<file path="config.mk">
export PLATFORM = sky130hd
export DESIGN_NAME = nandCtrlTop
export DESIGN_NICKNAME = d
export VERILOG_FILES = /design/src/nandCtrlPkg.sv /design/src/commandDecoder.sv /design/src/phyResetExecutor.sv /design/src/delayExecutor.sv /design/src/completionMerger.sv /design/src/nandCtrlTop.sv
export VERILOG_INCLUDE_DIRS = /design/src
export SDC_FILE = /design/constraint.sdc
export NUM_CORES = 1
export LEC_CHECK = 0
export BUFFER_PORTS_ARGS = -buffer_cell sky130_fd_sc_hd__clkbuf_2
export CAP_MARGIN = 20
export CORE_ASPECT_RATIO = 2
export CORE_MARGIN = 3
export CORE_UTILIZATION = 40
export DETAILED_ROUTE_END_ITERATION = 12
export SLEW_MARGIN = 20
export SYNTH_ARGS = -nofsm -noshare
export SYNTH_HDL_FRONTEND = slang
export SYNTH_SLANG_ARGS = --single-unit
</file>
<file path="constraint.sdc">
create_clock -name iSystemClock -period 3.04 [get_ports iSystemClock]
set_clock_uncertainty 0.2 [all_clocks]
set_input_delay 0.608 -clock iSystemClock [delete_from_list [all_inputs] [get_ports iSystemClock]]
set_output_delay 0.608 -clock iSystemClock [all_outputs]
set_load 0.05 [all_outputs]
</file>
<file path="src/nandCtrl_config.svh">
`ifndef NANDCTRL_CONFIG_SVH
`define NANDCTRL_CONFIG_SVH

// ========================================
// field widths
// ========================================
`define NC_OPCODE_WIDTH   6
`define NC_ID_WIDTH       5
`define NC_OPERAND_WIDTH  16
`define NC_PRIM_WIDTH     8

// target ID shared by all control commands
`define NC_TARGET_CTRL    5'b00101

// control opcodes
`define NC_OP_PI_RESET    6'b110010
`define NC_OP_PO_RESET    6'b110000
`define NC_OP_DELAY       6'b101000

// primitive manager slot indices
`define NC_PRIM_PI_RESET  4
`define NC_PRIM_PO_RESET  3

`endif

</file>
<file path="src/nandCtrlPkg.sv">
`default_nettype none
`include "nandCtrl_config.svh"

package nandCtrlPkg;

    // ========================================
    // vector types
    // ========================================
    typedef logic [`NC_OPCODE_WIDTH-1:0]  opcodeT;
    typedef logic [`NC_ID_WIDTH-1:0]      idT;
    typedef logic [`NC_OPERAND_WIDTH-1:0] operandT;
    // one bit per primitive manager slot
    typedef logic [`NC_PRIM_WIDTH-1:0]    primVecT;

    // ========================================
    // bus structs
    // ========================================
    typedef struct packed {
        opcodeT  opcode;
        idT      targetId;
        idT      sourceId;
        operandT operand;
    } cmdT;

    // one-hot executor start, with the issuing source
    typedef struct packed {
        logic piReset;
        logic poReset;
        logic delay;
        idT   sourceId;
    } triggerT;

    typedef struct packed {
        logic lastStep;
        idT   sourceId;
    } doneT;

    // executor FSM states
    typedef enum logic [1:0] {
        resetIdle,
        resetIssue,
        resetWait
    } resetStateT;

    typedef enum logic {
        delayIdle,
        delayCount
    } delayStateT;

endpackage

`default_nettype wire

</file>
<file path="src/commandDecoder.sv">
`timescale 1ns/1ps
`default_nettype none
`include "nandCtrl_config.svh"

module commandDecoder (
    input  wire                       iSystemClock,
    input  wire                       arstN,
    input  wire  nandCtrlPkg::cmdT    cmd,
    input  wire                       cmdValid,
    input  wire                       cmdReady,
    output nandCtrlPkg::triggerT      trig,
    output logic                      start,
    output logic                      error,
    output nandCtrlPkg::operandT      operand,
    output logic                      pending
);

    nandCtrlPkg::cmdT cmdReg;
    logic             held;
    logic             accept;
    logic             targetHit;

    assign accept = cmdValid & cmdReady;

    // one cycle only, cmdReady drops while held
    always_ff @(posedge iSystemClock or negedge arstN) begin
        if (!arstN) begin
            held <= 1'b0;
        end else begin
            held <= accept;
        end
    end

    always_ff @(posedge iSystemClock) begin
        if (accept) begin
            cmdReg <= cmd;
        end
    end

    // ========================================
    // decode of the held command
    // ========================================
    assign targetHit = (cmdReg.targetId == `NC_TARGET_CTRL);

    always_comb begin
        trig          = '0;
        trig.sourceId = cmdReg.sourceId;
        error         = 1'b0;
        if (held) begin
            if (!targetHit) begin
                error = 1'b1;
            end else begin
                case (cmdReg.opcode)
                    `NC_OP_PI_RESET: trig.piReset = 1'b1;
                    `NC_OP_PO_RESET: trig.poReset = 1'b1;
                    `NC_OP_DELAY:    trig.delay   = 1'b1;
                    default:         error        = 1'b1;
                endcase
            end
        end
    end

    // no start for rejected commands
    assign start   = trig.piReset | trig.poReset | trig.delay;
    assign operand = cmdReg.operand;
    assign pending = held;

endmodule

`default_nettype wire

</file>
<file path="src/phyResetExecutor.sv">
`timescale 1ns/1ps
`default_nettype none

module phyResetExecutor #(
    parameter int primBit = 4
) (
    input  wire                          iSystemClock,
    input  wire                          arstN,
    input  wire                          trigger,
    input  wire  nandCtrlPkg::primVecT   pmReady,
    input  wire  nandCtrlPkg::primVecT   pmLastStep,
    output nandCtrlPkg::primVecT         pmCommand,
    output logic                         busy,
    output logic                         lastStep
);

    nandCtrlPkg::resetStateT state;
    nandCtrlPkg::resetStateT nextState;

    always_ff @(posedge iSystemClock or negedge arstN) begin
        if (!arstN) begin
            state <= nandCtrlPkg::resetIdle;
        end else begin
            state <= nextState;
        end
    end

    // ========================================
    // next state
    // ========================================
    always_comb begin
        nextState = state;
        case (state)
            nandCtrlPkg::resetIdle: begin
                if (trigger) begin
                    nextState = nandCtrlPkg::resetIssue;
                end
            end
            nandCtrlPkg::resetIssue: begin
                // hold the primitive until our slot is ready
                if (pmReady[primBit]) begin
                    nextState = nandCtrlPkg::resetWait;
                end
            end
            nandCtrlPkg::resetWait: begin
                if (lastStep) begin
                    nextState = nandCtrlPkg::resetIdle;
                end
            end
            default: nextState = nandCtrlPkg::resetIdle;
        endcase
    end

    // ========================================
    // outputs
    // ========================================
    always_comb begin
        pmCommand          = '0;
        pmCommand[primBit] = (state == nandCtrlPkg::resetIssue);
    end

    assign lastStep = (state == nandCtrlPkg::resetWait) & pmLastStep[primBit];
    assign busy     = (state != nandCtrlPkg::resetIdle);

endmodule

`default_nettype wire

</file>
<file path="src/delayExecutor.sv">
`timescale 1ns/1ps
`default_nettype none

module delayExecutor (
    input  wire                          iSystemClock,
    input  wire                          arstN,
    input  wire                          trigger,
    input  wire  nandCtrlPkg::operandT   operand,
    output logic                         busy,
    output logic                         lastStep
);

    nandCtrlPkg::delayStateT state;
    nandCtrlPkg::operandT    count;
    logic                    countZero;

    assign countZero = (count == '0);

    // ========================================
    // countdown FSM
    // ========================================
    always_ff @(posedge iSystemClock or negedge arstN) begin
        if (!arstN) begin
            state <= nandCtrlPkg::delayIdle;
            count <= '0;
        end else begin
            case (state)
                nandCtrlPkg::delayIdle: begin
                    if (trigger) begin
                        count <= operand;
                        state <= nandCtrlPkg::delayCount;
                    end
                end
                nandCtrlPkg::delayCount: begin
                    // finish on the zero cycle itself
                    if (countZero) begin
                        state <= nandCtrlPkg::delayIdle;
                    end else begin
                        count <= count - nandCtrlPkg::operandT'(1);
                    end
                end
                default: begin
                    state <= nandCtrlPkg::delayIdle;
                end
            endcase
        end
    end

    // zero operand completes the cycle after trigger
    assign lastStep = (state == nandCtrlPkg::delayCount) & countZero;
    assign busy     = (state != nandCtrlPkg::delayIdle);

endmodule

`default_nettype wire

</file>
<file path="src/completionMerger.sv">
`timescale 1ns/1ps
`default_nettype none

module completionMerger (
    input  wire                          iSystemClock,
    input  wire                          arstN,
    input  wire                          pending,
    input  wire  nandCtrlPkg::triggerT   trig,
    input  wire                          busyPi,
    input  wire                          busyPo,
    input  wire                          busyDelay,
    input  wire                          lastPi,
    input  wire                          lastPo,
    input  wire                          lastDelay,
    input  wire  nandCtrlPkg::primVecT   cmdPi,
    input  wire  nandCtrlPkg::primVecT   cmdPo,
    output logic                         cmdReady,
    output nandCtrlPkg::primVecT         pmCommand,
    output nandCtrlPkg::doneT            done
);

    nandCtrlPkg::idT srcIdReg;
    logic            anyTrig;
    logic            anyBusy;

    assign anyTrig = trig.piReset | trig.poReset | trig.delay;
    assign anyBusy = busyPi | busyPo | busyDelay;

    // ========================================
    // source ID of the running command
    // ========================================
    always_ff @(posedge iSystemClock or negedge arstN) begin
        if (!arstN) begin
            srcIdReg <= '0;
        end else if (anyTrig) begin
            srcIdReg <= trig.sourceId;
        end
    end

    // ========================================
    // host side and primitive side
    // ========================================

    // error path only holds pending, so ready returns after one cycle
    assign cmdReady = ~(pending | anyBusy);

    // executors never drive the same slot
    assign pmCommand = cmdPi | cmdPo;

    always_comb begin
        done.lastStep = lastPi | lastPo | lastDelay;
        done.sourceId = srcIdReg;
    end

endmodule

`default_nettype wire

</file>
<file path="src/nandCtrlTop.sv">
`timescale 1ns/1ps
`default_nettype none
`include "nandCtrl_config.svh"

module nandCtrlTop (
    input  wire                          iSystemClock,
    input  wire                          arstN,
    input  wire  nandCtrlPkg::cmdT       cmd,
    input  wire                          cmdValid,
    output logic                         cmdReady,
    output logic                         start,
    input  wire  nandCtrlPkg::primVecT   pmReady,
    input  wire  nandCtrlPkg::primVecT   pmLastStep,
    output nandCtrlPkg::primVecT         pmCommand,
    output nandCtrlPkg::doneT            done,
    output logic                         error
);

    nandCtrlPkg::triggerT trig;
    nandCtrlPkg::operandT operand;
    logic                 pending;
    nandCtrlPkg::primVecT cmdPi;
    nandCtrlPkg::primVecT cmdPo;
    logic                 busyPi;
    logic                 busyPo;
    logic                 busyDelay;
    logic                 lastPi;
    logic                 lastPo;
    logic                 lastDelay;

    // ========================================
    // decode
    // ========================================
    commandDecoder uDecoder (
        .iSystemClock (iSystemClock),
        .arstN        (arstN),
        .cmd          (cmd),
        .cmdValid     (cmdValid),
        .cmdReady     (cmdReady),
        .trig         (trig),
        .start        (start),
        .error        (error),
        .operand      (operand),
        .pending      (pending)
    );

    // ========================================
    // executors
    // ========================================
    phyResetExecutor #(.primBit(`NC_PRIM_PI_RESET)) uPiReset (
        .iSystemClock (iSystemClock),
        .arstN        (arstN),
        .trigger      (trig.piReset),
        .pmReady      (pmReady),
        .pmLastStep   (pmLastStep),
        .pmCommand    (cmdPi),
        .busy         (busyPi),
        .lastStep     (lastPi)
    );

    phyResetExecutor #(.primBit(`NC_PRIM_PO_RESET)) uPoReset (
        .iSystemClock (iSystemClock),
        .arstN        (arstN),
        .trigger      (trig.poReset),
        .pmReady      (pmReady),
        .pmLastStep   (pmLastStep),
        .pmCommand    (cmdPo),
        .busy         (busyPo),
        .lastStep     (lastPo)
    );

    delayExecutor uDelay (
        .iSystemClock (iSystemClock),
        .arstN        (arstN),
        .trigger      (trig.delay),
        .operand      (operand),
        .busy         (busyDelay),
        .lastStep     (lastDelay)
    );

    // ========================================
    // result
    // ========================================
    completionMerger uMerger (
        .iSystemClock (iSystemClock),
        .arstN        (arstN),
        .pending      (pending),
        .trig         (trig),
        .busyPi       (busyPi),
        .busyPo       (busyPo),
        .busyDelay    (busyDelay),
        .lastPi       (lastPi),
        .lastPo       (lastPo),
        .lastDelay    (lastDelay),
        .cmdPi        (cmdPi),
        .cmdPo        (cmdPo),
        .cmdReady     (cmdReady),
        .pmCommand    (pmCommand),
        .done         (done)
    );

endmodule

`default_nettype wire

</file>
==> summary.md <==
| Metric | Value |
|---|---|
| Drt initial violations | 45 |
| Crit Path Category | register to output pin |
| Synthesis Warnings | 0 |
| Asr flop ratio synth | 45.8% |
| Global Route Usage Sum | between 10% and 20% |
| Post-DR vias/cell | 4.96 |
| GRT met2 Usage | 27.2% |
| Nets | 318 |
| Slowest stage delay, CP | between 500 and 600 ps |
| VDD IR max | approximately 0.43 mV |
| CTS Sinks | 59 |
| Most common cell after layout, fill and taps aside | clkbuf_2 |
| Initial Utilization | 41.8% |
| CTS buffer count | 9 |
| Gpl congestion | between 0.7 and 0.8 |
| Fillers | slightly above 600 |
| Multi-input gate area | 952 µm² |
| Slowest CP cell | or4_4 |
| Worst flop-to-flop path endpoint | uDelay.count[3] |
| CP Launch Type | register |
| Minimum clock period | ~3000 ps |
| Cell Chain, Critical Path | or4_4, nor3_4, and2_4, nand2_1, o221ai_1, clkbuf_8 |
| Sequential area share after synthesis | 61.5% |
| Post-Synthesis Cells | ~200 |
| Pin count of the biggest net entering global routing | 34 |
| Req. time, crit path | ~2200 ps |
| ANT nets after route | 0 |
| Share of cells above drive strength 1 | about a third |
| H-tree level count | 3 |
| IO Pins | 68 |
| Vias | about 1800 |
| Critical Path AT | 2170 ps |
| Power, Total | between 2000 and 2500 µW |
| HP Class | input port to async pin |
| Final Slew Violations | 0 |
| Clock Latency Late Sink | between 300 and 400 ps |
| GRT met1 Usage | 13.8% |
| First-pass DRT Iterations | 4 |
| Crit path from | uDelay.count[11] |
| Tcrit/Tclk final | 97.9% |
| Max clock buf depth | 2 |
| Max Cap Viol | 0 |
| Core area | 6360 µm² |
| CP max FO | 5 |
| CTS tree | built |
| FF/Latch Area | 1640 µm² |
| Wire per inst | approximately 14 µm |
| Die height | 121 µm |
| Post-synthesis cell type count | between 40 and 50 |
| Post-Syn Area | between 2000 and 3000 µm² |
| Final Core Density | 52.4% |
| ANT cells | 0 |
| Flop-to-flop setup slack | 560 ps |
| Worst r2r src | uDelay.count[11] |
| Worst setup path end | done[5] |
| Power per cell area | roughly 750 nW/µm² |
| Hold Vio Cnt, Final | 0 |
| Setup TNS | 0 ps |
| Relative slew slack | 52.2% |
| Gr ovfl total | 0 |
| Total Die Area | 7730 µm² |
| First-pass GRT wire length | roughly 8400 µm |
| Hold slack | 127 ps |
| Final setup violation count | 0 |
| Leading cell types in the layout, fill and taps excluded | 48 x clkbuf_2, 32 x edfxtp_1, 27 x dfrtp_1 |
| DP Wirelength | 3690 µm |
| Initial antenna violation count | 0 |
| Root Buffer | clkbuf_16 |
| Reg clk slew, reported paths | 50 ps |
| Avg Cell Area, Syn | 13.1 µm² |
| Synthesis-to-finish area growth | 25.2% |
| Vias in the first global route | 1852 |
| Leak Pwr | 0.00145 µW |
| Synth Flop Type | edfxtp_1 |
| CP Capture Type | output pin |
| Worst-Margin Slew | 717 ps |
| Fmax | between 0.3 and 0.4 GHz |
| Width of the die | ~64 µm |
| Met3 Resource Use GR | 3.99% |
| Status | completed |
| R2R cell count | 6 |
| Cell Rows | 41 |
| Post-synthesis register bit count | 59 |
| Setup repair after global routing missed its margin | no |
| Input/output buffers | between 40 and 50 |
| Post-route DRC | 0 |
| Grt peak-use layer | met2 |
| Total wire length | just over 5000 µm |
| Number of flops mapped to enable cells by yosys | 32 |
[through the flow]
step | area (µm²) | std cells | setup WS, ps
after floorplan | 2690 | 208 | 266
after global placement | 3010 | 337 | 240
after detailed placement | 3010 | 337 | 215
after CTS | 3300 | 353 | 21.1
after global routing | 3330 | 357 | 1.18
final | 3330 | 357 | 62.5
[final cells by class]
type / instances / share of cell area, %
multi-input combinational: 130 / 28.6
tap: 86 / 3.23
clock buffer: 11 / 6.98
inverter: 6 / 0.676
sequential: 59 / 49.1
timing repair buffer: 60 / 10.1
clock inverter: 5 / 1.35
[how the worst min path moves through the flow]
| stage | startpoint | end | slack, ps |
|---|---|---|---|
| floorplan | arstN | uDecoder.pending | 110 |
| global placement | uDecoder.trig[2] | uMerger.srcIdReg[2] | 260 |
| detailed placement | uDecoder.trig[3] | uMerger.srcIdReg[3] | 260 |
| CTS | arstN | uDelay.busy | 150 |
| global route | arstN | uDelay.count[4] | 200 |
| finish | arstN | uDelay.busy | 130 |
[kinds of logic (layout without fill, tap and decap cells)]
| logic type | Yosys count | after routing | synth area share [%] |
|---|---|---|---|
| fa+ha+maj | 1 | 1 | 0.470 |
| flops | 59 | 59 | 61.5 |
| xor+xnor | 7 | 7 | 2.30 |
| mux | 17 | 17 | 6.91 |
| buf+inv | 19 | 82 | 4.00 |
| compound gates | 35 | 35 | 9.83 |
| other cells | 1 | 6 | 0.141 |
| simple gates | 64 | 64 | 14.9 |
[report_power, final]
group / switching [µW] / total [µW] / internal, µW
registers: 76.4 / 1000 / 926
clock network: 316 / 937 / 620
logic: 283 / 558 / 275
total: 676 / 2500 / 1820
[state kept, by name, summed over array words and instances (netlist names)]
| signal | count |
|---|---|
| uDecoder.operand | 16 |
| uDecoder.cmdReg | 11 |
| uDecoder.pending | 1 |
| uDelay.count | 16 |
| uPoReset.state | 2 |
| uDecoder.trig | 5 |
| uMerger.srcIdReg | 5 |
| uDelay.busy | 1 |
| uPiReset.state | 2 |
[cells in the mapped netlist, types with 3 or more instances]
| library cell | n | area (µm²) |
|---|---|---|
| nor3_1 | 4 | 20.0 |
| dfrtp_1 | 27 | 676 |
| o31ai_1 | 3 | 22.5 |
| a211oi_1 | 4 | 30.0 |
| nor2_1 | 11 | 41.3 |
| mux2i_1 | 6 | 60.1 |
| a21oi_1 | 6 | 30.0 |
| mux2_2 | 11 | 124 |
| o211ai_1 | 4 | 30.0 |
| inv_1 | 6 | 22.5 |
| edfxtp_1 | 32 | 961 |
| buf_4 | 9 | 67.6 |
| nand4_1 | 3 | 18.8 |
| nor3b_1 | 4 | 30.0 |
| nor2b_1 | 5 | 31.3 |
| nand2_1 | 9 | 33.8 |
| o21ai_0 | 3 | 15.0 |
| nand2b_1 | 6 | 37.5 |
| xnor2_1 | 6 | 52.6 |
| or3_1 | 3 | 18.8 |
| clkbuf_1 | 3 | 11.3 |
| or4_1 | 4 | 30.0 |
[worst max-delay path: cells and delay by family (launching register included)]
kind            cells  cell delay (ps)
flops               1              410
compound gates      1              120
simple gates        4             1090
buf+inv             1              230
[timing repair]
item / 4_1_cts / 5_1_grt
pin swaps: 0 / 2
setup endpoints to repair: 1 / 1
hold buffers: 0 / 0
setup buffers: 0 / 4
resized for setup: 4 / 1
[layer usage]
metal,vias up,part of all wire (%)
met2,38,58
met1,849,35
li1,868,-
met5,-,0
met3,14,4.5
met4,0,2.8
No activity file was read; power rests on OpenSTA's default activity.
